[src/common/cache_pkg.sv]
package cache_pkg;

	// bus widths
	localparam int ADDR_W = 17;
	localparam int DATA_W = 16;
	localparam int SEL_W = 2;

	// geometry
	localparam int OFFSET_W = 3;
	localparam int WORDS_PER_LINE = 8;
	localparam int SET_W = 6;
	localparam int SETS = 64;
	localparam int TAG_W = 8;

	typedef logic [WORDS_PER_LINE-1:0][DATA_W-1:0] line_t;

	typedef struct packed {
		logic valid;
		logic dirty;
		logic [TAG_W-1:0] tag;
	} way_t;

	// lru names the way to evict next
	typedef struct packed {
		way_t [1:0] ways;
		logic lru;
	} set_state_t;

	typedef struct packed {
		line_t [1:0] lines;
	} set_lines_t;

	// address is tag, set, offset from the top down
	function automatic logic [TAG_W-1:0] addr_tag(input logic [ADDR_W-1:0] adr);
		return adr[ADDR_W-1 -: TAG_W];
	endfunction

	function automatic logic [SET_W-1:0] addr_set(input logic [ADDR_W-1:0] adr);
		return adr[OFFSET_W +: SET_W];
	endfunction

	function automatic logic [OFFSET_W-1:0] addr_offset(input logic [ADDR_W-1:0] adr);
		return adr[OFFSET_W-1:0];
	endfunction

endpackage
[src/cache/cache_ram.sv]
`timescale 1ns/100ps

module cache_ram
	import cache_pkg::*;
#(
	parameter int DEPTH = SETS,
	parameter type entry_t = set_state_t
) (
	input logic CLK,
	input logic RESET,
	input logic [SET_W-1:0] rd_idx,
	output entry_t rd_data,
	input logic we,
	input logic [SET_W-1:0] wr_idx,
	input entry_t wr_data
);

	entry_t mem [DEPTH];

	always_ff @(posedge CLK or posedge RESET) begin
		if (RESET) begin
			for (int i = 0; i < DEPTH; i++) begin
				mem[i] <= '0;
			end
		end else if (we) begin
			mem[wr_idx] <= wr_data;
		end
	end

	// async read, address held by the cpu for the whole request
	assign rd_data = mem[rd_idx];

endmodule

[config.mk]
export PLATFORM = sky130hd
export DESIGN_NAME = cache_ram
export DESIGN_NICKNAME = d
export VERILOG_FILES = /design/src/common/cache_pkg.sv /design/src/cache/cache_ram.sv
export SDC_FILE = /design/constraint.sdc
export NUM_CORES = 2
export LEC_CHECK = 0
export ABC_AREA = 0
export BUFFER_PORTS_ARGS = -buffer_cell sky130_fd_sc_hd__buf_2
export CELL_PAD_IN_SITES_DETAIL_PLACEMENT = 0
export CELL_PAD_IN_SITES_GLOBAL_PLACEMENT = 2
export CORE_MARGIN = 2
export CORE_UTILIZATION = 45
export DETAILED_ROUTE_END_ITERATION = 10
export GPL_TIMING_DRIVEN = 0
export PLACE_DENSITY_LB_ADDON = 0.1
export RECOVER_POWER = 25
export SETUP_SLACK_MARGIN = 0.1
export SKIP_LAST_GASP = 1
export SYNTH_ARGS = -nofsm -noshare
export SYNTH_HDL_FRONTEND = slang
export SYNTH_SLANG_ARGS = --single-unit
[constraint.sdc]
create_clock -name CLK -period 54.8 [get_ports CLK]
set_clock_uncertainty 0.1 [all_clocks]
set_input_delay 5.48 -clock CLK [delete_from_list [all_inputs] [get_ports CLK]]
set_output_delay 5.48 -clock CLK [all_outputs]
set_load 0.005 [all_outputs]
Word-level counts from Yosys, hierarchy flattened
Index checks and enable logic that the tools add are counted.
Widths: inputs -> output; s select.
{"block": "word_totals", "register_bits": 1344, "in_bits": 36, "output_inout_bits": 21, "wordCells": 460}
{"block": "op_classes", "order_cmp": 3, "n_mux": 6, "bitwise_logic": 2, "reduce_logical": 1}
{"operator": "$bwmux 1344", "count": 1}
{"operator": "$bmux 21 s6", "count": 1}
{"operator": "$demux 21 s6", "count": 1}
{"operator": "$mux 21", "count": 3}
{"operator": "$ge 7x7->1 const B", "count": 2}
{"operator": "$not 6->7", "count": 2}
{"operator": "$lt 7x1->1 const B", "count": 1}
{"operator": "$logic_and 1x1->1", "count": 1}

Depth between registers and ports, before layout
{"block": "logic_depth", "ltp_word": 6, "mapped_depth": 9, "ltp_nobuf": 5}

Worst setup path before layout
OpenSTA, ideal clock, no wires.
{"block": "synth_path", "path_kind": "in2out", "startpoint": "input port rd_idx[0]", "endpoint": "output port rd_data[6] (netlist bit)", "arrival_ns": 6.885, "required_ns": 49.220, "path_slack_ns": 42.335, "cell_stages": 7, "path_cell_list": "buf_6 > buf_6 > buf_6 > mux4_2 > o221ai_1 > o21ai_1 > a31o_1"}
{"item": "start: declaration", "line": "cache_ram.sv:11", "text": "input logic [SET_W-1:0] rd_idx,"}
{"item": "end: declaration", "line": "cache_ram.sv:12", "text": "output entry_t rd_data,"}

==> flow_metrics.env <==
export IMPL_wl_per_cell_um=34.9
export IMPL_muxShareOfSynthArea=0.374
export IMPL_ff2ff_setup_slack_ns=53.89
export IMPL_clk_latency_ns=0.79
export IMPL_path_clk_slew_ns=0.05
export IMPL_r2r_start="mem[24]$_DFFE_PP0P_"
export IMPL_p_leak_nw=31.7
export IMPL_clock_root_buffer="clkbuf_16"
export IMPL_ir_drop_uv=32.6
export IMPL_start_util=0.452
export IMPL_crit_top_cell="clkbuf_1"
export IMPL_die_area_um2=139000
export IMPL_synth_fa_ha_area_frac=0
export IMPL_grt_pass1_vias=37350
export IMPL_synth_edf_count=0
export IMPL_vias=36131
export IMPL_final_antenna_net_count=0
export IMPL_critical_path_arrival_ns=17.62
export IMPL_drc=0
export IMPL_r2r_cells=1
export IMPL_yosys_area_share_simple=0.0158
export IMPL_cts_resized=0
export IMPL_dp_hpwl_um=151000
export IMPL_finalSetupViolations=0
export IMPL_outcome="finished, violations left"
export IMPL_ys_seq_area_frac=0.551
export IMPL_pin_count=57
export IMPL_grt_pass1_wl_um=296000
export IMPL_worstMarginPinSlew_ns=6.68
export IMPL_slew_headroom=-3.46
export IMPL_timing_final_ws_setup_ns=36.84
export IMPL_antenna_found_initial=5
export IMPL_routed_wl_um=209000
export IMPL_place_ws_ns=39.51
export IMPL_viasPerCell=6.03
export IMPL_cts_buffers=152
export IMPL_crit_family="buffers and inverters"
export IMPL_post_cts_buffers=0
export IMPL_min_from="mem[35]$_DFFE_PP0P_"
export IMPL_synth_compound_area_share=0.0263
export IMPL_core_area_um2=135000
export IMPL_grtUsageTotal=0.309
export IMPL_worst_path_max_delay_cell="clkbuf_1"
export IMPL_cts_num_sinks=1344
export IMPL_place_congestion=0.880
export IMPL_finalPower_mw=2.54
export IMPL_final_net_count=4121
export IMPL_async_flop_share=1.00
export IMPL_synth_main_ff_cell="dfrtp_1"
export IMPL_drt_initial_drc_count=3237
export IMPL_grt_setup_unrepaired="no"
export IMPL_synth_seq_cells=1344
export IMPL_power_density_nw_per_um2=37.2
export IMPL_holdPathEnd="mem[35]$_DFFE_PP0P_"
export IMPL_worstSetupStartpointType="primary input"
export IMPL_critical_path_buf_inv_count=5
export IMPL_grt_overflow_total=0
export IMPL_hold_class="flop to flop"
export IMPL_crit_type="primary input to asynchronous set/reset pin"
export IMPL_dr_pass1_iters=5
export IMPL_num_rows=135
export IMPL_finalMaxSlewViolations=812
export IMPL_cp_max_fo=117
export IMPL_top_regs="mem: 1344 flops"
export IMPL_crit_chain="buf_2, clkinvlp_2, clkbuf_1, clkbuf_1, clkbuf_1"
export IMPL_ys_types=44
export IMPL_cts_buffer_depth=3
export IMPL_largest_reg_flops=1344
export IMPL_fmax_mhz=55.7
export IMPL_cts_max_level=4
export IMPL_end_kind="asynchronous set/reset pin"
export IMPL_die_w_um=372
export IMPL_synth_area_um2=61000
export IMPL_area_growth_pct=12.2
export IMPL_finalCriticalPeriod_ns=17.96
export IMPL_cts_hold_buf=0
export IMPL_largest_register="mem"
export IMPL_syn_area_per_cell_um2=15.7
export IMPL_slowest_delay_ns=4.54
export IMPL_finalHoldViolCount=0
export IMPL_maxCapViolCount=9
export IMPL_violations="capacitance limit, slew limit"
export IMPL_grt_max_degree=122
export IMPL_syn_instance_count=3887
export IMPL_whs_path_depth=1
export IMPL_r2r_end="mem[24]$_DFFE_PP0P_"
export IMPL_synth_xor_area_frac=0
export IMPL_drive_gt1_frac=0.473
export IMPL_die_y_um=372
export IMPL_ys_warn_count=0
export IMPL_port_buffers=31
export IMPL_synth_top_family_by_area="multiplexers"
export IMPL_cts_tree="done"
export IMPL_required_ns=54.47
export IMPL_synthesis_nets=3923
export IMPL_finalCritPeriodShare=0.328
[metal layers]
layer,share of wire,vias to the layer above,track usage
li1,-,14873,-
met1,0.45,20014,0.441
met2,0.46,948,0.474
met3,0.058,292,0.0621
met4,0.037,4,0.107
met5,0.00011,-,0
[cell usage after synthesis (all sizes together), types with 12 or more instances]
cell type  count  area [um^2]
dfrtp       1344        33600
mux2        1344        15100
mux4         325         7320
buf          254         1450
clkbuf       148          556
nand2         67          251
nor2          62          240
a22oi         57          428
o22ai         53          332
a21oi         45          225
mux2i         34          340
nand3         16         80.1
o21ai         16         80.1
nor3          12         60.1
o221ai        12          105
[worst max-delay path by stage]
stage / startpoint / slack (ns) / cells after the start / end
2_1_floorplan: RESET / 11.33 / 1 / mem[0]$_DFFE_PP0P_
3_3_place_gp: RESET / -5.66 / 2 / mem[1067]$_DFFE_PP0P_
3_5_place_dp: rd_idx[2] / 39.51 / 9 / rd_data[6]
4_1_cts: rd_idx[2] / 39.50 / 9 / rd_data[6]
5_1_grt: RESET / 34.17 / 5 / mem[1073]$_DFFE_PP0P_
6_report: RESET / 36.84 / 5 / mem[1073]$_DFFE_PP0P_
[cells by family (layout without fill, tap and decap cells)]
family | after synthesis | in the layout
multiplexers | 1703 | 1703
flip-flops | 1344 | 1344
buffers and inverters | 404 | 711
AO/OA/AOI/OAI | 231 | 231
AND/OR/NAND/NOR | 205 | 205
other | 0 | 13
[power by group]
part	switching [mW]	leakage [nW]	internal, mW
logic	0.166	11.4	0.174
registers	0.0642	17.9	1.12
clock network	0.416	2.40	0.600
[placed cells by master (no fill, tap or decap), types with 4 or more instances in the layout]
cell,n
a22o_1,11
nor4_1,6
mux2_1,176
buf_1,27
mux2i_1,34
mux4_2,325
or3b_2,4
nand2b_1,8
nand3b_1,5
clkinv_2,16
a221oi_1,5
a211oi_2,10
a31o_1,6
buf_2,208
nand2_1,67
o221ai_1,12
nand3_1,16
mux2_2,1168
dfrtp_1,1344
bufinv_16,6
clkbuf_8,32
buf_6,26
diode_2,13
nor2_1,60
nor3_1,12
a21oi_1,45
a22oi_1,57
clkbuf_1,208
buf_4,20
o22ai_1,53
a31oi_1,8
nor2b_1,5
o21ai_1,16
clkbuf_16,159
buf_16,5
o22a_1,6
[metrics by stage]
| stage | setup TNS (ns) | util | hold WS (ns) | instances | area, um^2 |
|---|---|---|---|---|---|
| after floorplan | 0 | - | 0.352 | 3887 | 61000 |
| after global routing | 0 | 0.507 | 0.399 | 5975 | 68400 |
| after detailed placement | 0 | 0.472 | 0.369 | 5712 | 63800 |
| final | 0 | 0.507 | 0.379 | 5988 | 68500 |
| after global placement | -7056.81 | 0.470 | 0.362 | 5699 | 63400 |
| after CTS | 0 | 0.509 | 0.381 | 5975 | 68600 |
[layout make-up]
class | instances | area (um^2)
Fill cell | 11519 | 66500
Sequential cell | 1344 | 33600
Multi-Input combinational cell | 2139 | 25400
Clock buffer | 239 | 4600
Tap cell | 1781 | 2230
Buffer | 402 | 2000
Timing Repair Buffer | 44 | 320
Clock inverter | 24 | 278
Antenna cell | 13 | 32.5
Inverter | 2 | 8.76
No activity file was read; power rests on OpenSTA's default activity.
