==> src/common/cache_pkg.sv <==
package cache_pkg;

	// bus widths
	localparam int ADDR_W = 17;
	localparam int DATA_W = 16;
	localparam int SEL_W = 2;

	// geometry
	localparam int OFFSET_W = 3;
	localparam int WORDS_PER_LINE = 8;
	localparam int SET_W = 6;
	localparam int SETS = 64;
	localparam int TAG_W = 8;

	typedef logic [WORDS_PER_LINE-1:0][DATA_W-1:0] line_t;

	typedef struct packed {
		logic valid;
		logic dirty;
		logic [TAG_W-1:0] tag;
	} way_t;

	// lru names the way to evict next
	typedef struct packed {
		way_t [1:0] ways;
		logic lru;
	} set_state_t;

	typedef struct packed {
		line_t [1:0] lines;
	} set_lines_t;

	// address is tag, set, offset from the top down
	function automatic logic [TAG_W-1:0] addr_tag(input logic [ADDR_W-1:0] adr);
		return adr[ADDR_W-1 -: TAG_W];
	endfunction

	function automatic logic [SET_W-1:0] addr_set(input logic [ADDR_W-1:0] adr);
		return adr[OFFSET_W +: SET_W];
	endfunction

	function automatic logic [OFFSET_W-1:0] addr_offset(input logic [ADDR_W-1:0] adr);
		return adr[OFFSET_W-1:0];
	endfunction

endpackage
==> src/cache/cache_respond.sv <==
`timescale 1ns/100ps

module cache_respond
	import cache_pkg::*;
(
	input logic CLK,
	input logic RESET,
	input logic rf_valid,
	input logic rf_we,
	input logic [ADDR_W-1:0] rf_adr,
	input logic [SEL_W-1:0] rf_sel,
	input logic [DATA_W-1:0] rf_dat,
	input logic rf_way,
	input logic rf_fill,
	input set_state_t rf_state,
	input line_t rf_line,
	input set_lines_t set_lines,
	output logic state_we,
	output set_state_t state_wdata,
	output logic line_we,
	output set_lines_t line_wdata,
	output logic [SET_W-1:0] wr_set,
	output logic cpu_ack,
	output logic [DATA_W-1:0] cpu_dat_r,
	output logic done
);

	localparam int BYTE_W = DATA_W / SEL_W;

	logic [OFFSET_W-1:0] offset;
	logic [DATA_W-1:0] word;
	line_t merged;

	assign offset = addr_offset(rf_adr);

	// byte merge, a read leaves the word as it is
	always_comb begin
		word = rf_line[offset];
		if (rf_we) begin
			for (int b = 0; b < SEL_W; b++) begin
				if (rf_sel[b]) begin
					word[b*BYTE_W +: BYTE_W] = rf_dat[b*BYTE_W +: BYTE_W];
				end
			end
		end
		merged = rf_line;
		merged[offset] = word;
	end

	always_comb begin
		state_wdata = rf_state;
		if (rf_fill) begin
			state_wdata.ways[rf_way].valid = 1'b1;
			state_wdata.ways[rf_way].tag = addr_tag(rf_adr);
		end
		if (rf_we) begin
			state_wdata.ways[rf_way].dirty = 1'b1;
		end else if (rf_fill) begin
			state_wdata.ways[rf_way].dirty = 1'b0;
		end
		state_wdata.lru = !rf_way;
		// other way keeps its line
		line_wdata = set_lines;
		line_wdata.lines[rf_way] = merged;
	end

	assign state_we = rf_valid;
	assign line_we = rf_valid;
	assign wr_set = addr_set(rf_adr);

	always_ff @(posedge CLK or posedge RESET) begin
		if (RESET) begin
			cpu_ack <= 1'b0;
		end else begin
			cpu_ack <= rf_valid;
		end
	end

	always_ff @(posedge CLK) begin
		if (rf_valid) begin
			cpu_dat_r <= word;
		end
	end

	assign done = cpu_ack;

endmodule

==> config.mk <==
export PLATFORM = sky130hd
export DESIGN_NAME = cache_respond
export DESIGN_NICKNAME = d
export VERILOG_FILES = /design/src/common/cache_pkg.sv /design/src/cache/cache_respond.sv
export SDC_FILE = /design/constraint.sdc
export NUM_CORES = 1
export LEC_CHECK = 0
export ABC_AREA = 1
export BUFFER_PORTS_ARGS = -buffer_cell sky130_fd_sc_hd__buf_2
export CAP_MARGIN = 20
export CORE_AREA = 2 2 287 289
export DETAILED_ROUTE_END_ITERATION = 6
export DIE_AREA = 0 0 289 291
export MAX_ROUTING_LAYER = met4
export PLACE_DENSITY = 0.36
export SYNTH_ARGS = -nofsm -noshare
export SYNTH_HDL_FRONTEND = slang
export SYNTH_SLANG_ARGS = --single-unit
==> constraint.sdc <==
create_clock -name CLK -period 1.7 [get_ports CLK]
set_input_delay 0.34 -clock CLK [delete_from_list [all_inputs] [get_ports CLK]]
set_output_delay 0.34 -clock CLK [all_outputs]
set_load 0.005 [all_outputs]
Word-level counts from Yosys, hierarchy flattened --
Cells that the tools add are included.
Operators by class: order comparisons 4, mux-type cells 24, reductions and logical operators 3
Operators with widths (number):
- $bwmux 256 | 1
- $bwmux 128 | 1
- $demux 128 s1 | 1
- $mux 128 | 1
- $bwmux 20 | 4
- $mux 20 | 3
- $bmux 16 s3 | 1
- $demux 16 s3 | 1
- $mux 16 | 3
- $demux 10 s1 | 3
- $mux 8 | 3
- $mux 10 | 1
- $mux 9 | 1
- $lt 3x4->1 const B | 1
- $ge 3x1->1 const B | 1
- $logic_and 1x1->1 | 2
- $lt 1x2->1 const B | 1
- $ge 1x1->1 const B | 1
- $logic_not 1->1 | 1
Word-level totals: register bits after elaboration 17, input port bits 446, output and inout bits 303, logic and storage cells 33

Depth between registers and ports, before layout --
Gate-level depths: netlist of run 1.
depth after elaboration 10, mapped depth 13, gate-level depth less buffers 10

Worst setup path after synthesis of run 1 --
Ideal clock, no wire load.
kind input to output, from in rf_adr[1], to out line_wdata[25] (netlist name), data arrival time 1432 ps, required time 1360 ps, path slack -72 ps, stages 11, path buffers 2, path through buf_4 nor2_8 buf_2 nand3_1 nand2_1 nor2_1 nand2_2 nand2_4 nand2_2 nand3_1 nand2_1
RTL lines:
- from (decl) | RTL line cache_respond.sv:10 | input logic [ADDR_W-1:0] rf_adr,
- to (decl) | RTL line cache_respond.sv:21 | output set_lines_t line_wdata,

==> impl_metrics.yaml, run 1 <==
routing:
  routed_via_density: 3.780
  ant_nets: 0
  vias: 13617
  wirelength_um: 78150
  drt-initial-drc-count: 471
  firstDrtPassIters: 5
  top_layer_used: "met4"
  wl_per_cell_um: 21.70
  drc: 0
  wl_met2_um: 39750
  met1_length_um: 33710
  wl_met3_um: 3876
logic_synthesis:
  syn_area_per_cell_um2: 4.649
  yosysUniqueCellTypes: 23
  synth_seq_cells: 17
  synth_nets: 2050
  synthTopCellsByArea: "nand2_1 43%, nand3_1 21%, edfxtp_1 6.4%"
  yosys_warnings: 0
  synth_top_area_share: 0.4319
  netlist_area_um2: 7457
  seq_area_frac_synth: 0.06779
  synth_area_leader_cell: "nand2_1"
  postSynthCellCount: 1604
floorplanning:
  core_um2: 81190
  ios: 749
  dieArea_um2: 84100
  num_rows: 105
  die_w_um: 289
  start_util: 0.09185
  die_y_um: 291
global_route:
  grt_pass1_wl_um: 104500
  grt_usage: 0.1811
  grt_pass1_vias: 13772
  antenna_found_initial: 31
  grt_max_degree: 38
  overflow: 0
sta:
  whs_ps: 453.2
  worst_slack_ps: -626.0
  fmax_mhz: 429.9
  fin_crit_ps: 2326
  finalHoldViolCount: 0
  finalCritPeriodShare: 1.368
  slew_violations: 0
  fin_setup_tns_ps: -137910
  finalSetupViolations: 258
  worst_slew_pin_slew_ps: 418.8
  rsz0062_at_grt: "yes"
  slew_headroom: 0.7208
critical_path:
  criticalPathCategory: "in -> out"
  cp.arrival_ps: 1990
  required_ps: 1360
  cp_max_fo: 7
  endpoint_kind: "output port"
  cp-start-kind: "input port"
power:
  vdd_drop_max_mv: 0.2746
  power.leakage_uw: 0.01009
  powerDensity_nw_per_um2: 370.6
cells_and_area:
  drive_gt1_frac: 0.6151
  finalNetCount: 2954
  n_fill_cell: 9527
  fin_area_um2: 17760
  areaGrowthSynthToFinish_pct: 138.2
  final_core_util: 0.2188
cts:
  root_buffer: "clkbuf_16"
  cts_buffers: 3
  tritoncts: "yes"
  clk_pin_slew_ps: 60
  cts.path.max_buffers: 2
  clock-sinks: 17
  cts-htree-levels: 1
flow_run:
  maxCapViolCount: 0
placement:
  place_area_um2: 14530
  place_ws_ps: -1150
  place.gp.congestion: 0.8383
  dp_hpwl_um: 67360
  io_buffer_count: 735
outcome:
  failed_checks: "setup timing"
  status: "finished, violations left"
worst_hold_path:
  min_path_type: "in -> async"
where the power goes:
group	total [uW]	leakage, uW	internal [uW]	switching [uW]
registers	529	0.000168	519	10.2
logic	5550	0.00988	2490	3070
clock network	499	0.0000410	316	183
total	6580	0.0101	3320	3260
repair_timing:
item	CTS	global route
hold endpoints to repair	1	0
resized for setup	346	278
setup endpoints to repair	271	266
buffers inserted	27	6
hold buffers	1	0
cloned	5	1
pin swaps	44	113
metrics by stage:
stage                     instances  power (uW)
final                          3602        6583
after global routing           3601        7113
after global placement         3535        5284
after floorplan                1604        2224
after CTS                      3570        6336
after detailed placement       3535        5271
synthesized netlist by cell type (all sizes together):
library cell	count
buf	48
clkbuf	60
clkinv	1
dfrtp	1
edfxtp	16
inv	105
nand2	898
nand3	307
nand4	3
nor2	67
o21ai	20
or2	78
per-layer routing:
layer	vias up	global-route usage
met3	35	0.02461
met4	0	0.01597
li1	6832	-
met1	6268	0.2203
met5	-	-
met2	482	0.3261
final timing paths:
| path | slack, ps | from | endpoint | cells past startpoint |
|---|---|---|---|---|
| setup / recovery | -630 | rf_adr[1] | line_wdata[205] | 15 |
| hold / removal | 450 | RESET | cpu_ack | 3 |
| max in group asynchronous | 1160 | RESET | cpu_ack | 3 |
| min in group CLK | 480 | rf_valid | cpu_ack | 2 |
sequential cells by signal (all words and copies together), names as in the netlist:
register	count
cpu_dat_r	16
cpu_ack	1
layout by cell type, fill, tap and decap left out, drive strengths merged:
master	instances
o21ai	20
clkinv	2
clkbuf	4
buf	1002
nand4	3
edfxtp	16
nor2	68
or2	78
diode	25
nand2	898
bufbuf	1
dlygate4sd3	1
dfrtp	1
inv	106
nand3	307
worst max-delay path: stages:
cell	delay, ps
buf_8	110
buf_12	130
nor2_8	160
buf_12	160
buf_12	140
nand3_4	90
nand2_4	110
nor2_4	40
nand2_2	70
nand2_4	110
buf_12	170
nand2_4	70
nand3_2	90
nand2_1	70
buf_2	100
logic make-up (layout without fill, tap and decap cells):
kind of cell | Yosys count | after routing | synth area share
flops | 17 | 17 | 0.06778
buf+inv | 214 | 1116 | 0.1279
other cells | 0 | 25 | 0
compound gates | 20 | 20 | 0.01342
simple gates | 1353 | 1354 | 0.7909
area by class of cell:
| type | count | area (um^2) | share of cell area |
|---|---|---|---|
| well taps | 1070 | 1339 | 0.07537 |
| repair buffers | 1005 | 6929 | 0.3901 |
| repair inverters | 1 | 16.27 | 0.0009157 |
| inverters | 106 | 442.9 | 0.02493 |
| flip-flops and latches | 17 | 505.5 | 0.02846 |
| diodes | 25 | 62.56 | 0.003522 |
| clock buffers | 3 | 75.07 | 0.004226 |
| clock inverters | 1 | 5.005 | 0.0002817 |
| multi-input cells | 1374 | 8388 | 0.4722 |
Note: power is estimated with default switching activity, not from simulation.
==> run 2: changes to the inputs <==
Settings changed: ABC_AREA 1 to default, CORE_AREA 2 2 287 289 to 2 2 292 294, DIE_AREA 0 0 289 291 to 0 0 294 296, PLACE_DENSITY 0.36 to 0.35.
==> run 2 against run 1 <==
Net effect: the flow still finishes with violations (setup timing); worst hold slack lost 75 ps; non-clock buffer count grew 174; global-route usage grew 0.59 points; critical endpoint is now line_wdata[10].
==> impl_metrics.yaml, run 2 <==
sta:
  finalSetupViolations: 267
  slew_violations: 0
  slew_headroom: 0.6593
  finalCritPeriodShare: 1.444
  rsz0062_at_grt: "yes"
  fin_crit_ps: 2455
  worst_slew_pin_slew_ps: 511.1
  finalHoldViolCount: 0
  fmax_mhz: 407.3
  worst_slack_ps: -755.1
critical_path:
  crit_family: "buffers and inverters"
  path_buf_inv: 6
  cpPeakStageDelay_ps: 380
  path_cells: "buf_16 -> buf_12 -> buf_8 -> buf_8 -> mux2i_4 -> o21ai_4 -> a21oi_4 -> buf_4 -> o41ai_4 -> buf_2"
  cp_max_fo: 7
  cp.arrival_ps: 2120
  cp-start-kind: "input port"
  slowest_stage: "o41ai_4"
  path_common_cell: "buf_8"
  endpoint_kind: "output port"
  required_ps: 1360
  criticalPathCategory: "in -> out"
cells_and_area:
  final_cell_mix: "710 x buf_2, 236 x buf_4, 164 x nor2_1"
  fin_area_um2: 21130
  finalNetCount: 2674
  final_core_util: 0.2509
  regMostFlops: "cpu_dat_r"
  fin_cells: 3329
  largest_reg_flops: 16
  areaGrowthSynthToFinish_pct: 190.3
  top_regs: "cpu_dat_r: 16 flops, cpu_ack: 1 flops"
  drive_gt1_frac: 0.7719
  final_common_cell: "buf_2"
routing:
  vias: 14114
  ant_nets: 0
  wirelength_um: 85330
  routed_via_density: 4.240
  drt-initial-drc-count: 547
  met1_length_um: 36470
  wl_met3_um: 3865
  top_layer_used: "met4"
  drc: 0
  wl_met2_um: 43750
  wl_per_cell_um: 25.63
  firstDrtPassIters: 5
logic_synthesis:
  synth_mux_area_frac: 0.08817
  synth_compound_area_frac: 0.4304
  synthAdderAreaFrac: 0
  postSynthCellCount: 1180
  synthTopCellsByArea: "a21oi_1 11%, nor2_1 11%, a31oi_1 9.6%"
  synth_most_common_cell: "nor2_1"
  synthTopCellsByCount: "213 x nor2_1, 166 x a21oi_1, 113 x nand2_1"
  synthSimpleGateAreaFrac: 0.3192
  syn_area_per_cell_um2: 6.169
  synth_seq_cells: 17
  seq_area_frac_synth: 0.06944
  synthXorXnorAreaFrac: 0
  synth_edf_count: 16
  synth_area_leader_cell: "a21oi_1"
  async_reset_ff_frac: 0.05882
  synthFlopType: "edfxtp_1"
  synth_top_area_share: 0.1141
  netlist_area_um2: 7279
  yosys_warnings: 0
  synth_nets: 1626
  yosysUniqueCellTypes: 59
  synth_top_family_by_area: "compound AO/OA/AOI/OAI gates"
floorplanning:
  start_util: 0.08644
  die_y_um: 296
  core_um2: 84210
  dieArea_um2: 87020
  die_w_um: 294
  num_rows: 107
  ios: 749
power:
  finalPower_uw: 7672
  power.leakage_uw: 0.009410
  powerDensity_nw_per_um2: 363.1
  vdd_drop_max_mv: 0.2858
outcome:
  status: "finished, violations left"
  failed_checks: "setup timing"
global_route:
  grt_pass1_wl_um: 110700
  grt_usage: 0.1870
  grt_pass1_vias: 13938
  antenna_found_initial: 15
  overflow: 0
  grt_max_degree: 45
placement:
  place.gp.congestion: 0.8595
  dp_cells: 3218
  place_area_um2: 15980
  io_buffer_count: 735
  dp_hpwl_um: 71560
  place_ws_ps: -1309
worst_hold_path:
  worstHoldStart: "rf_valid"
  min_path_type: "in -> reg"
  hold_depth: 1
  whs_endpoint: "cpu_ack"
cts:
  cts-htree-levels: 1
  cts_buffers: 3
  root_buffer: "clkbuf_16"
  cts.path.max_buffers: 2
  clk_pin_slew_ps: 60
  clock-sinks: 17
  tritoncts: "yes"
flow_run:
  maxCapViolCount: 0
run 2: repair_timing:
item / in CTS / in global routing
setup endpoints to repair: 285 / 284
gates cloned: 13 / 6
pin swaps: 118 / 173
resized for setup: 379 / 390
hold buffers: 1 / 0
buffers inserted: 60 / 53
endpoints found under the hold margin: 1 / 0
run 2: cells by family after synthesis:
kind of cell,count (synthesis)
AO/OA/AOI/OAI,465
AND/OR/NAND/NOR,500
flip-flops,17
multiplexers,58
buffers and inverters,140
run 2: area by class of cell:
| type | instances | area (um^2) |
|---|---|---|
| fill | 9305 | 63080 |
| multi-input combinational | 1023 | 10080 |
| timing repair buffer | 1179 | 9024 |
| tap | 1090 | 1364 |
| sequential | 17 | 505.5 |
| clock buffer | 3 | 75.07 |
| inverter | 4 | 46.29 |
| antenna | 12 | 30.03 |
| clock inverter | 1 | 7.507 |
run 2: worst max-delay path by stage:
| stage | start | to | depth (start not counted) | slack, ps |
|---|---|---|---|---|
| 2_1_floorplan | rf_adr[0] | line_wdata[125] | 6 | -310 |
| 3_3_place_gp | rf_adr[0] | line_wdata[129] | 11 | -1310 |
| 3_5_place_dp | rf_adr[2] | line_wdata[1] | 10 | -1310 |
| 4_1_cts | rf_adr[2] | line_wdata[17] | 11 | -790 |
| 5_1_grt | rf_adr[2] | line_wdata[211] | 10 | -800 |
| 6_report | rf_adr[2] | line_wdata[10] | 10 | -760 |
run 2: power breakdown:
part | total (uW) | internal [uW] | switching (uW) | leakage, uW
clock network | 536 | 320 | 216 | 0.0000372
registers | 532 | 518 | 13.2 | 0.000168
logic | 6600 | 3250 | 3360 | 0.00920
run 2: metal layers:
layer | vias up | track usage
met5 | - | -
met4 | 0 | 0.02601
met3 | 56 | 0.02226
met2 | 525 | 0.3322
met1 | 6916 | 0.2310
li1 | 6617 | -
run 2: through the flow:
step / hold WS [ps] / setup TNS, ps
floorplan: 68.71 / -45790
global placement: 176.1 / -241570
detailed placement: 174.5 / -239040
CTS: 382.9 / -158080
global route: 390.1 / -169120
finish: 377.7 / -153440
