===== src/common/cache_pkg.sv =====
package cache_pkg;

	// bus widths
	localparam int ADDR_W = 17;
	localparam int DATA_W = 16;
	localparam int SEL_W = 2;

	// geometry
	localparam int OFFSET_W = 3;
	localparam int WORDS_PER_LINE = 8;
	localparam int SET_W = 6;
	localparam int SETS = 64;
	localparam int TAG_W = 8;

	typedef logic [WORDS_PER_LINE-1:0][DATA_W-1:0] line_t;

	typedef struct packed {
		logic valid;
		logic dirty;
		logic [TAG_W-1:0] tag;
	} way_t;

	// lru names the way to evict next
	typedef struct packed {
		way_t [1:0] ways;
		logic lru;
	} set_state_t;

	typedef struct packed {
		line_t [1:0] lines;
	} set_lines_t;

	// address is tag, set, offset from the top down
	function automatic logic [TAG_W-1:0] addr_tag(input logic [ADDR_W-1:0] adr);
		return adr[ADDR_W-1 -: TAG_W];
	endfunction

	function automatic logic [SET_W-1:0] addr_set(input logic [ADDR_W-1:0] adr);
		return adr[OFFSET_W +: SET_W];
	endfunction

	function automatic logic [OFFSET_W-1:0] addr_offset(input logic [ADDR_W-1:0] adr);
		return adr[OFFSET_W-1:0];
	endfunction

endpackage

===== src/cache/cache_lookup.sv =====
`timescale 1ns/100ps

module cache_lookup
	import cache_pkg::*;
(
	input logic CLK,
	input logic RESET,
	input logic cpu_cyc,
	input logic cpu_stb,
	input logic cpu_we,
	input logic [ADDR_W-1:0] cpu_adr,
	input logic [SEL_W-1:0] cpu_sel,
	input logic [DATA_W-1:0] cpu_dat_w,
	input logic done,
	input set_state_t set_state,
	output logic lk_valid,
	output logic lk_we,
	output logic [ADDR_W-1:0] lk_adr,
	output logic [SEL_W-1:0] lk_sel,
	output logic [DATA_W-1:0] lk_dat,
	output logic lk_hit,
	output logic lk_way,
	output set_state_t lk_state
);

	logic busy;
	logic accept;
	logic [TAG_W-1:0] req_tag;
	logic [1:0] match;
	logic hit;
	logic way;

	assign req_tag = addr_tag(cpu_adr);
	assign match[0] = set_state.ways[0].valid && (set_state.ways[0].tag == req_tag);
	assign match[1] = set_state.ways[1].valid && (set_state.ways[1].tag == req_tag);
	assign hit = |match;
	assign accept = cpu_cyc && cpu_stb && !busy;

	// hit way, else victim: free way 0, free way 1, then lru
	always_comb begin
		if (match[0]) begin
			way = 1'b0;
		end else if (match[1]) begin
			way = 1'b1;
		end else if (!set_state.ways[0].valid) begin
			way = 1'b0;
		end else if (!set_state.ways[1].valid) begin
			way = 1'b1;
		end else begin
			way = set_state.lru;
		end
	end

	always_ff @(posedge CLK or posedge RESET) begin
		if (RESET) begin
			busy <= 1'b0;
			lk_valid <= 1'b0;
		end else begin
			lk_valid <= accept;
			if (accept) begin
				busy <= 1'b1;
			end else if (done) begin
				busy <= 1'b0;
			end
		end
	end

	always_ff @(posedge CLK) begin
		if (accept) begin
			lk_we <= cpu_we;
			lk_adr <= cpu_adr;
			lk_sel <= cpu_sel;
			lk_dat <= cpu_dat_w;
			lk_hit <= hit;
			lk_way <= way;
			lk_state <= set_state;
		end
	end

endmodule


===== config.mk =====
export PLATFORM = sky130hd
export DESIGN_NAME = cache_lookup
export DESIGN_NICKNAME = d
export VERILOG_FILES = /design/src/common/cache_pkg.sv /design/src/cache/cache_lookup.sv
export SDC_FILE = /design/constraint.sdc
export NUM_CORES = 1
export LEC_CHECK = 0
export ABC_AREA = 1
export BUFFER_PORTS_ARGS = -buffer_cell sky130_fd_sc_hd__buf_2
export CAP_MARGIN = 10
export CORE_MARGIN = 2
export CORE_UTILIZATION = 40
export DETAILED_ROUTE_END_ITERATION = 8
export GPL_TIMING_DRIVEN = 1
export HOLD_SLACK_MARGIN = 0.12
export PLACE_DENSITY = 0.74
export SLEW_MARGIN = 20
export SYNTH_ARGS = -nofsm -noshare
export SYNTH_HDL_FRONTEND = slang
export SYNTH_SLANG_ARGS = --single-unit

===== constraint.sdc =====
create_clock -name CLK -period 2.3 [get_ports CLK]
set_input_delay 0.23 -clock CLK [delete_from_list [all_inputs] [get_ports CLK]]
set_output_delay 0.23 -clock CLK [all_outputs]
set_load 0.03 [all_outputs]

# Word level (Yosys, flattened, before mapping)
# Index checks and enable logic that the tools add are counted.
[word_totals]
reg_bits = 61
in_bits = 62
output_inout_bits = 60
wordCells = 29
[classes]
eq_ne = 2
muxes = 5
reduce_logical = 7
[ops]
columns = ["cell", "count"]
rows = [
  ["equality test 8 bit", 2],
  ["2-to-1 mux 1 bit", 5],
  ["logical AND 1 bit", 4],
  ["nonzero test 2 bit", 1],
  ["OR reduction 2 bit", 1],
  ["logical NOT 1 bit", 1],
]

# Logic depth before layout (Yosys ltp)
# Gate-level depths: netlist (run 1).
[depth]
word_depth = 3
mapped_depth = 8
mapped_depth_nobuf = 8

# Least setup slack after synthesis (run 1)
# Ideal clock, no wire load.
[synth_timing]
path_kind = "flip-flop to flip-flop"
start = "register busy"
end = "register lk_adr[0], enable pin"
setup_time_ns = 0.414
arrival_ns = 1.639
required_time_ns = 1.886
setup_slack_ns = 0.247
path_stages_with_launch = 4
n_path_buf = 0
synth_period_minus_slack_ns = 2.053
cell_sequence = "dfrtp_1 -> inv_1 -> nand3_1 -> inv_1"
[synth_between]
elab_chain_len = 2
[synth_lines]
columns = ["item", "line_no", "source"]
rows = [
  ["from (decl)", "cache_lookup.sv:26", "logic busy;"],
  ["from (signal assigned)", "cache_lookup.sv:56", "busy <= 1'b0;"],
  ["from (signal assigned)", "cache_lookup.sv:61", "busy <= 1'b1;"],
  ["from (signal assigned)", "cache_lookup.sv:63", "busy <= 1'b0;"],
  ["logical NOT 1 bit", "cache_lookup.sv:37", "assign accept = cpu_cyc && cpu_stb && !busy;"],
  ["logical AND 1 bit", "cache_lookup.sv:37", ""],
  ["via accept", "cache_lookup.sv:27", "logic accept;"],
  ["to (signal assigned)", "cache_lookup.sv:71", "lk_adr <= cpu_adr;"],
  ["to (decl)", "cache_lookup.sv:18", "output logic [ADDR_W-1:0] lk_adr,"],
]
# The timed path passes the listed nets, and every way through them passes these cells.
# A chain may end at the register's enable or synchronous reset.

# Worst setup path after layout (run 1)
[layout_timing]
start = "input port cpu_adr[9]"
end = "register lk_way, data pin"
[layout_between]
elab_chain_len = 3
elab_cells_between_ends = 5
cone_classes = "eq/ne (2); mux (1); reduce/logical (2)"
[layout_lines]
columns = ["item", "line_no", "source"]
rows = [
  ["from (decl)", "cache_lookup.sv:11", "input logic [ADDR_W-1:0] cpu_adr,"],
  ["equality test 8 bit", "cache_lookup.sv:35", "assign match[1] = set_state.ways[1].valid && (set_state.ways[1].tag == req_tag);"],
  ["logical AND 1 bit", "cache_lookup.sv:35", ""],
  ["2-to-1 mux 1 bit", "cache_lookup.sv:43", "end else if (match[1]) begin"],
  ["to (signal assigned)", "cache_lookup.sv:75", "lk_way <= way;"],
  ["to (decl)", "cache_lookup.sv:22", "output logic lk_way,"],
]
# Several ways; a longest one is shown, not always the timed one.

==> results of run 1 <==
-- placed cells by master, fill, tap and decap left out, drive strengths merged --
master and n:
buf 122, dlygate4sd3 53, inv 23, edfxtp 59, nand4 1, xor2 2
clkbuf 10, nand2 29, clkinv 4, o21ai 5, xnor2 2, a21oi 2
nor2 8, dfrtp 2, nand3 4
-- logic make-up after synthesis --
kind of cell | count (synthesis) | synth area share (%)
DFF | 61 | 84.9
and+or+nand+nor | 42 | 7.81
AOI/OAI and AO/OA | 7 | 1.63
buffers and inverters | 23 | 4.02
xor gates and xnor gates | 4 | 1.63
-- layout make-up --
type | count | area, sq um | area share (%)
well taps | 70 | 87.6 | 2.48
multi-input cells | 53 | 238 | 6.73
inverters | 23 | 86.3 | 2.44
clock inverters | 4 | 17.5 | 0.496
clock buffers | 10 | 128 | 3.61
repair buffers | 175 | 1160 | 32.7
flip-flops and latches | 61 | 1820 | 51.5
-- flip-flops by register name, indices dropped and copies added, names as in the netlist --
| register | cells |
|---|---|
| lk_way | 1 |
| lk_sel | 2 |
| lk_valid | 1 |
| lk_state | 21 |
| lk_adr | 17 |
| lk_dat | 16 |
| lk_we | 1 |
| lk_hit | 1 |
| busy | 1 |
-- layer usage --
metal / up-vias / track usage [%]
met5: - / 0
met4: 0 / 8.57
met3: 13 / 5.18
li1: 835 / -
met2: 92 / 32.6
met1: 760 / 19.4
-- path summary, 6_finish.rpt --
| path | endpoint | from | slack [ns] |
|---|---|---|---|
| min reg2reg | busy$_DFFE_PP0P_ | busy$_DFFE_PP0P_ | 0.60 |
| min in group asynchronous | lk_valid$_DFF_PP0_ | RESET | 0.31 |
| max | lk_way$_SDFFCE_PP0P_ | cpu_adr[9] | 0.91 |
| max in group asynchronous | busy$_DFFE_PP0P_ | RESET | 1.87 |
| max reg2reg | lk_dat[0]$_DFFE_PP_ | busy$_DFFE_PP0P_ | 1.06 |
| min | busy$_DFFE_PP0P_ | done | 0.13 |
-- critical path: stages --
cell and delay (ns):
dlygate4sd3_1 0.55, buf_2 0.15, nand2_1 0.08, nand2_1 0.06
nor2_1 0.11, nand3_1 0.12, nor2_1 0.11, a21oi_1 0.04
-- power breakdown --
group / total (mW) / internal, mW / switching, mW
Clock: 0.716 / 0.367 / 0.349
Sequential: 1.29 / 1.28 / 0.0109
Combinational: 0.346 / 0.147 / 0.199
==> metrics.md, run 1 <==
| Metric | Value |
|---|---|
| Post-synth top cells | edfxtp_1 (59), nand2_1 (29), inv_1 (22), nor2_1 (7), o21ai_0 (5) |
| Hold WC Path Type | in2reg |
| Antenna cells | 0 |
| GRT Residual Overflow | 0 |
| Non-Filler Instances | about 400 |
| Ports | 122 |
| Hold slack | about 0.13 ns |
| DR vias/cell | between 4 and 5 |
| Initial Util | approximately two fifths |
| Total negative setup slack | 0 ns |
| Synth unique cells | 13 |
| Worst Path Required | approximately 2.4 ns |
| YS warnings | 0 |
| Fillcell total | about 380 |
| Per-cell routed wire length | ~13 um |
| CTS Buffer Depth | 2 |
| Power density over cell area | between 600 and 700 nW/um^2 |
| Synthesized cell area | 2150 sq um |
| Nets | ~390 |
| Clk sinks | between 60 and 70 |
| Synth Register Bits | 61 |
| First-pass GRT wire length | between 8000 and 9000 um |
| EDFF count, synth | 59 |
| Net Count, Synth | ~200 |
| Hold Buf Count CTS | 53 |
| Post-Place Worst Slack | between 1 and 1.5 ns |
| Area after DPL | 2860 sq um |
| Worst slew pin tran | approximately 0.31 ns |
| Met1 Routed Length | around 1900 um |
| Crit-path max FO | 4 |
| Htree depth | 3 |
| Clock Latency Late Sink | 0.32 ns |
| Routed WL | 5090 um |
| Final weighted congestion in routability-driven placement | approximately 0.7 |
| CTS clock-pin slew for the worst setup and hold paths | ~0.060 ns |
| Finished Cell Area | about 3500 sq um |
| Worst R2R Path Depth | 4 |
| Drt pass-1 iters | 4 |
| Achievable frequency | about 720 MHz |
| Root Driver | clkbuf_8 |
| RSZ-0062 raised after global routing | false |
| Crit start category | input pin |
| Max_cap viols | 0 |
| Vias post-DR | 1700 |
| Most frequent cell after synthesis | edfxtp_1 |
| Core area | between 5000 and 6000 sq um |
| Share of cells above drive strength 1 | approximately two fifths |
| Largest net degree at the start of global routing | slightly above 60 |
| Area leader, netlist | edfxtp_1 |
| Detailed Route Iter0 Violations | 59 |
| Cell row count | 26 |
| Antenna violations before repair | 0 |
| Sequential area share after synthesis | between 80% and 90% |
| Drt drc | 0 |
| Area contributors post-synth | edfxtp_1 (83%), nand2_1 (5.1%), inv_1 (3.8%), dfrtp_1 (2.3%), nor2_1 (1.2%) |
| Max layer used | met4 |
| Routed met2 length | approximately 2600 um |
| Syn-to-layout area delta | 64.7% |
| Post-CTS setup buffers | 0 |
| Status | finished clean |
| Fin. Hold Viols | 0 |
| Synthesized area per cell | 15.7 sq um |
| Setup violators final | 0 |
| Leakage | 1.60 nW |
| Power consumption | about 2.4 mW |
| Vias in the first global route | 1817 |
| Top FF cell, synth | edfxtp_1 |
| Met3 Wirelength | 423 um |
| Max_slew headroom | approximately 79% |
| Crit path kind | in2reg |
| Asr flop ratio synth | roughly 3.3% |
| Peak VDD IR | around 0.35 mV |
| Die area | roughly 6000 sq um |
| CP arrival | 1.46 ns |
| Quantity of gates resized following cts | 0 |
| TritonCTS clock tree | done |
| I/O Buffers | 121 |
| HPWL after DPL | around 3100 um |
| Placed cells | roughly 330 |
| Final min period | between 1 and 1.5 ns |
| Cts bufs inserted | 9 |
| Tot GR Track Use | between 15 and 20% |
| Slew Limit Fails | 0 |
| Hold depth | 2 |
| Crit share post-route | 60.2% |
| Final core occ | approximately 69% |
| Die W | roughly 77 um |
| ANT nets after route | 0 |
| Worst Skew | slightly below 0.006 ns |
| Slack of the critical path | between 0.9 and 1 ns |
| Die H | around 77 um |
| Post-synth top area share | between 80% and 90% |
| Post-Synthesis Cells | roughly 140 |
| Crit. End Element | register |
No activity file was read; power rests on OpenSTA's default activity.
==> run 2: changes to the inputs <==
--- a/config.mk
+++ b/config.mk
@@ -5,11 +5,11 @@
 export SDC_FILE = /design/constraint.sdc
 export NUM_CORES = 1
 export LEC_CHECK = 0
-export ABC_AREA = 1
+export ABC_AREA = 0
 export BUFFER_PORTS_ARGS = -buffer_cell sky130_fd_sc_hd__buf_2
 export CAP_MARGIN = 10
 export CORE_MARGIN = 2
-export CORE_UTILIZATION = 40
+export CORE_UTILIZATION = 38
 export DETAILED_ROUTE_END_ITERATION = 8
 export GPL_TIMING_DRIVEN = 1
 export HOLD_SLACK_MARGIN = 0.12
==> constraint.sdc (replaced) <==
create_clock -name CLK -period 1.2 [get_ports CLK]
set_input_delay 0.12 -clock CLK [delete_from_list [all_inputs] [get_ports CLK]]
set_output_delay 0.12 -clock CLK [all_outputs]
set_load 0.03 [all_outputs]
==> metrics.md, run 2 <==
| Metric | Value |
|---|---|
| Status | finished clean (unchanged) |
| Syn-to-layout area delta | 75.4% (was 64.7%) |
| RSZ-0062 raised after global routing | false (unchanged) |
| Commonest cells after routing, fill and taps aside | buf_2 (119), edfxtp_1 (59), dlygate4sd3_1 (57), xnor2_1 (9), clkbuf_8 (9) (was buf_2 (121), edfxtp_1 (59), dlygate4sd3_1 (53), nand2_1 (29), inv_1 (21)) |
| Placed cells | 285 (was 329) |
| Drt drc | 0 (unchanged) |
| Crit. End Element | register (unchanged) |
| Flop-to-flop setup slack | 0.09 ns (was 1.06 ns) |
| Clk sinks | 61 (unchanged) |
| Post-synth top cells | edfxtp_1 (59), xnor2_1 (9), xor2_1 (7) (was edfxtp_1 (59), nand2_1 (29), inv_1 (22), nor2_1 (7), o21ai_0 (5)) |
| Top FF cell, synth | edfxtp_1 (unchanged) |
| Post-Synthesis Cells | 92 (was 137) |
| First-pass GRT wire length | 8020 um (was 8140 um) |
| Asr flop ratio synth | 3.28% (unchanged) |
| Final core occ | 69.9% (was 68.8%) |
| Vias in the first global route | 1702 (was 1817) |
| Initial Util | 39.8% (was 41.7%) |
| Die H | 77.4 um (was 77.2 um) |
| Slew Limit Fails | 0 (unchanged) |
| Cts bufs inserted | 9 (unchanged) |
| Synth Register Bits | 61 (unchanged) |
| Power density over cell area | 1390 nW/um^2 (was 666 nW/um^2) |
| Synth unique cells | 15 (was 13) |
| Core area | 5140 sq um (unchanged) |
| Htree depth | 3 (unchanged) |
| Max_slew headroom | 83.0% (was 79.4%) |
| Die W | 77.4 um (was 77.2 um) |
| Cell row count | 26 (unchanged) |
| CTS clock-pin slew for the worst setup and hold paths | 0.06 ns (about the same) |
| Routed WL | 5090 um (about the same) |
| DR vias/cell | 4.35 (was 4.29) |
| Detailed Route Iter0 Violations | 41 (was 59) |
| CP arrival | 1.14 ns (was 1.46 ns) |
| Antenna violations before repair | 0 (unchanged) |
| Post-synth top area share | 86.5% (was 82.6%) |
| Vias post-DR | 1556 (was 1700) |
| CP Launch Point | busy$_DFFE_PP0P_ (was cpu_adr[9]) |
| Max_cap viols | 0 (unchanged) |
| Crit share post-route | between 90 and 100% |
| Final weighted congestion in routability-driven placement | 0.713 (was 0.722) |
| Top flop regs | lk_state: 21 flops, lk_adr: 17 flops, lk_dat: 16 flops (unchanged) |
| Final min period | roughly 1.1 ns |
| Synthesized cell area | 2050 sq um (was 2150 sq um) |
| Commonest non-fill, non-tap cell in the layout | buf_2 (unchanged) |
| Root Driver | clkbuf_8 (unchanged) |
| Worst Skew | 0.00818 ns (was 0.00592 ns) |
| Setup violators final | 0 (unchanged) |
| Peak VDD IR | 0.818 mV (was 0.352 mV) |
| Routed met2 length | 2780 um (was 2630 um) |
| Drt pass-1 iters | 4 (unchanged) |
| Ports | 122 (unchanged) |
| Fin. Hold Viols | 0 (unchanged) |
| Tot GR Track Use | 18.0% (was 18.1%) |
| Achievable frequency | between 800 and 900 MHz |
| Worst slew pin tran | 0.254 ns (was 0.309 ns) |
| Synthesized area per cell | 22.3 sq um (was 15.7 sq um) |
| Max layer used | met4 (unchanged) |
| Per-cell routed wire length | 14.2 um (was 12.8 um) |
| Crit start category | register (was input pin) |
| TritonCTS clock tree | done (unchanged) |
| HPWL after DPL | 3010 um (was 3110 um) |
| Hold WC Path Type | in2reg (unchanged) |
| Leakage | 1.51 nW (was 1.60 nW) |
| Hold slack | 0.114 ns (was 0.125 ns) |
| Met1 Routed Length | 1720 um (was 1910 um) |
| Crit Reg-Reg Startpoint | busy$_DFFE_PP0P_ (unchanged) |
| Area contributors post-synth | edfxtp_1 (86%), xnor2_1 (3.8%), xor2_1 (3.0%), dfrtp_1 (2.4%), nand4_1 (0.61%) (was edfxtp_1 (83%), nand2_1 (5.1%), inv_1 (3.8%), dfrtp_1 (2.3%), nor2_1 (1.2%)) |
| ANT nets after route | 0 (unchanged) |
| Largest net degree at the start of global routing | 38 (was 61) |
| Most frequent cell after synthesis | edfxtp_1 (unchanged) |
| Max FFs per register | 21 (unchanged) |
| Largest Register | lk_state (unchanged) |
| Area after DPL | 2790 sq um (was 2860 sq um) |
| Area leader, netlist | edfxtp_1 (unchanged) |
| Share of cells above drive strength 1 | 48.3% (was 41.7%) |
| Crit-path max FO | 37 (was 4) |
| Nets | 345 (was 385) |
| Sequential area share after synthesis | 88.9% (was 84.9%) |
| YS warnings | 0 (unchanged) |
| EDFF count, synth | 59 (unchanged) |
| Post-CTS setup buffers | 0 (unchanged) |
| Hold path start | set_state[11] (was done) |
| GRT Residual Overflow | 0 (unchanged) |
| Met3 Wirelength | 476 um (was 423 um) |
| Die area | 5990 sq um (was 5970 sq um) |
| Clock Latency Late Sink | 0.33 ns (was 0.32 ns) |
| CTS Buffer Depth | 2 (unchanged) |
| Net Count, Synth | 154 (was 199) |
| I/O Buffers | 121 (unchanged) |
| Crit path kind | reg2reg (was in2reg) |
| Finished Cell Area | 3590 sq um (was 3530 sq um) |
| Non-Filler Instances | 358 (was 396) |
| Worst Path Required | 1.22 ns (was 2.37 ns) |
| Antenna cells | 0 (unchanged) |
-- run 2: cell count changes after synthesis, moves of 2 or more --
| cell | before | now |
|---|---|---|
| xor2_1 | 2 | 7 |
| inv_1 | 22 | 2 |
| nand3_1 | 4 | 1 |
| nor3_1 | 0 | 2 |
| o21ai_0 | 5 | 1 |
| nor2_1 | 7 | 1 |
| xnor2_1 | 2 | 9 |
| nand2_1 | 29 | 2 |
-- run 2: layout make-up --
class / count / area [sq um]
Clock buffer: 10 / 128
Clock inverter: 6 / 77.6
Fill cell: 364 / 1550
Inverter: 2 / 7.51
Multi-Input combinational cell: 29 / 240
Sequential cell: 61 / 1820
Tap cell: 70 / 87.6
Timing Repair Buffer: 180 / 1230
-- run 2: cell families after synthesis --
group | Yosys count | share of synthesized area, %
AOI/OAI and AO/OA | 3 | 0.855
xor gates and xnor gates | 16 | 6.84
buffers and inverters | 2 | 0.367
DFF | 61 | 88.9
muxes | 1 | 0.489
and+or+nand+nor | 9 | 2.50
-- run 2: final timing paths --
check | endpoint | cells past startpoint
worst min-delay path | lk_state[11]$_DFFE_PP_ | 1
worst max-delay path | lk_state[1]$_DFFE_PP_ | 2
worst min register to register | busy$_DFFE_PP0P_ | 1
max in group asynchronous | busy$_DFFE_PP0P_ | 3
worst max register to register | lk_state[1]$_DFFE_PP_ | 2
min in group asynchronous | lk_valid$_DFF_PP0_ | 3
-- run 2: worst max-delay path, cell delays in order (launching register included) --
cell     delay, ns
dfrtp_1       0.41
nor2_4        0.15
buf_12        0.23
-- run 2: metrics by stage --
stage / power (mW) / setup TNS [ns] / worst slack (ns)
2_1_floorplan: 2.78 / -29.77 / -0.499
3_3_place_gp: 3.00 / 0 / 0.0970
3_5_place_dp: 3.01 / 0 / 0.0759
4_1_cts: 5.03 / 0 / 0.0186
5_1_grt: 5.18 / 0 / 0.0192
6_report: 4.99 / 0 / 0.0853
-- run 2: what timing repair did --
| item | 4_1_cts | 5_1_grt |
|---|---|---|
| hold buffers | 59 | 0 |
| gates resized for setup | 0 | 5 |
| setup endpoints to repair | 0 | 2 |
| hold endpoints to repair | 60 | 0 |
-- run 2: power by group --
part | internal [mW] | switching, mW | leakage (nW)
combinational | 0.301 | 0.354 | 0.833
sequential | 2.45 | 0.0235 | 0.573
clock | 1.15 | 0.722 | 0.105
-- run 2: routing by layer --
metal  track usage [%]  up-vias
li1                  -      736
met5                 0        -
met4              8.57        0
met1              17.0      719
met3              5.81       11
met2              34.5       90
==> run 3: changes to the inputs <==
--- a/config.mk
+++ b/config.mk
@@ -14,6 +14,7 @@
 export GPL_TIMING_DRIVEN = 1
 export HOLD_SLACK_MARGIN = 0.12
 export PLACE_DENSITY = 0.74
+export RECOVER_POWER = 50
 export SLEW_MARGIN = 20
 export SYNTH_ARGS = -nofsm -noshare
 export SYNTH_HDL_FRONTEND = slang
==> metrics.md, run 3 (synthesized netlist as in run 2, its figures left out) <==
| Metric | Value |
|---|---|
| TritonCTS clock tree | done (unchanged) |
| Crit-path max cell delay | 0.54 ns (was 0.41 ns) |
| Cts bufs inserted | 9 (unchanged) |
| Clk sinks | 61 (unchanged) |
| RSZ-0062 raised after global routing | false (unchanged) |
| Die H | 77.4 um (unchanged) |
| Max FFs per register | 21 (unchanged) |
| Root Driver | clkbuf_8 (unchanged) |
| Crit. End Element | register (unchanged) |
| Crit path kind | in2reg (was reg2reg) |
| Slew Limit Fails | 0 (unchanged) |
| Clock Latency Late Sink | 0.33 ns (about the same) |
| Final core occ | 68.6% (was 69.9%) |
| Worst Skew | 0.00822 ns (was 0.00818 ns) |
| Max_cap viols | 0 (unchanged) |
| Nets | 345 (unchanged) |
| Status | finished clean (unchanged) |
| Crit share post-route | 93.2% (was 92.9%) |
| I/O Buffers | 121 (unchanged) |
| Drt pass-1 iters | 4 (unchanged) |
| Worst slew pin tran | 0.383 ns (was 0.254 ns) |
| Per-cell routed wire length | 14.4 um (was 14.2 um) |
| Fin. Hold Viols | 0 (unchanged) |
| Worst Path Required | 1.39 ns (was 1.22 ns) |
| Antenna violations before repair | 0 (unchanged) |
| Commonest non-fill, non-tap cell in the layout | buf_2 (unchanged) |
| Critical path, cell by cell | dlygate4sd3_1 > clkbuf_1 > xnor2_1 > nand4_1 > a21oi_2 (was nor2_4 > buf_12) |
| HPWL after DPL | 3010 um (unchanged) |
| Leakage | 1.35 nW (was 1.51 nW) |
| Largest Register | lk_state (unchanged) |
| Setup violators final | 0 (unchanged) |
| Initial Util | 39.8% (unchanged) |
| Commonest cells after routing, fill and taps aside | buf_2 (62), edfxtp_1 (59), dlygate4sd3_1 (57), clkbuf_1 (51) (was buf_2 (119), edfxtp_1 (59), dlygate4sd3_1 (57), xnor2_1 (9), clkbuf_8 (9)) |
| Achievable frequency | 894 MHz (was 897 MHz) |
| Largest net degree at the start of global routing | 38 (unchanged) |
| Final weighted congestion in routability-driven placement | 0.713 (unchanged) |
| CP arrival | 1.31 ns (was 1.14 ns) |
| CP max-delay cell | dlygate4sd3_1 (was dfrtp_1) |
| Htree depth | 3 (unchanged) |
| Routed WL | 5160 um (was 5090 um) |
| Detailed Route Iter0 Violations | 39 (was 41) |
| Peak VDD IR | 0.814 mV (was 0.818 mV) |
| CTS Buffer Depth | 2 (unchanged) |
| Hold WC Path Type | in2reg (unchanged) |
| Die W | 77.4 um (unchanged) |
| Vias in the first global route | 1702 (unchanged) |
| First-pass GRT wire length | 8020 um (unchanged) |
| Syn-to-layout area delta | 72.1% (was 75.4%) |
| Post-CTS setup buffers | 0 (unchanged) |
| Crit-path max FO | 2 (was 37) |
| Max_slew headroom | 74.6% (was 83.0%) |
| Top flop regs | lk_state: 21 flops, lk_adr: 17 flops, lk_dat: 16 flops (unchanged) |
| Vias post-DR | 1557 (was 1556) |
| Ports | 122 (unchanged) |
| Tot GR Track Use | 18.0% (unchanged) |
| DR vias/cell | 4.35 (about the same) |
| Power density over cell area | 1410 nW/um^2 (was 1390 nW/um^2) |
| Final min period | 1.12 ns (was 1.11 ns) |
| Die area | 5990 sq um (unchanged) |
| Total negative setup slack | 0 ns (unchanged) |
| Antenna cells | 0 (unchanged) |
| Share of cells above drive strength 1 | 30.9% (was 48.3%) |
| CTS clock-pin slew for the worst setup and hold paths | 0.06 ns (about the same) |
| Hold slack | 0.145 ns (was 0.114 ns) |
| Core area | 5140 sq um (unchanged) |
| ANT nets after route | 0 (unchanged) |
| GRT Residual Overflow | 0 (unchanged) |
| Crit start category | input pin (was register) |
| Cell row count | 26 (unchanged) |
| Drt drc | 0 (unchanged) |
[run 3: per-layer routing]
layer	share of wire (%)	global-route usage [%]	wire length (um)
met3	9.3	5.81	478
met5	0	0	0
met1	34	17.0	1780
met2	55	34.5	2840
met4	1.2	8.57	63
[run 3: timing repair]
action / 4_1_cts / 5_1_grt
endpoints found under the setup margin: 0 / 2
hold buffers: 59 / 0
gates resized for setup: 0 / 5
endpoints found under the hold margin: 60 / 0
[run 3: cell type report]
class,count,area [sq um]
inverters,2,7.51
clock inverters,6,77.6
clock buffers,10,128
multi-input cells,29,240
well taps,70,87.6
repair buffers,180,1160
fillers,391,1610
flip-flops and latches,61,1820
[run 3: worst max-delay path, delay by kind of cell]
family | cells | cell delay, ns
AOI/OAI and AO/OA | 1 | 0.17
xor gates and xnor gates | 1 | 0.14
and+or+nand+nor | 1 | 0.18
buffers and inverters | 2 | 0.70
[run 3: final timing paths]
path	from	slack (ns)	to	depth (start not counted)
max reg2reg	busy$_DFFE_PP0P_	0.08	lk_state[1]$_DFFE_PP_	2
min	cpu_stb	0.14	busy$_DFFE_PP0P_	3
max in group asynchronous	RESET	0.89	busy$_DFFE_PP0P_	3
min reg2reg	busy$_DFFE_PP0P_	0.54	busy$_DFFE_PP0P_	1
min in group asynchronous	RESET	0.19	lk_valid$_DFF_PP0_	3
max	set_state[12]	0.08	lk_way$_SDFFCE_PP0P_	5
[run 3: report_power, final]
group	switching [mW]	internal [mW]
sequential	0.0249	2.45
clock	0.722	1.15
combinational	0.356	0.278
[run 3: metrics by stage]
step	power, mW	instance area, sq um	setup WS, ns	cells
floorplan	2.78	2060	-0.499	92
global placement	3.00	2790	0.0970	285
detailed placement	3.01	2790	0.0759	285
CTS	5.03	3580	0.0186	360
global route	5.15	3530	0.0180	358
finish	4.97	3530	0.0814	358
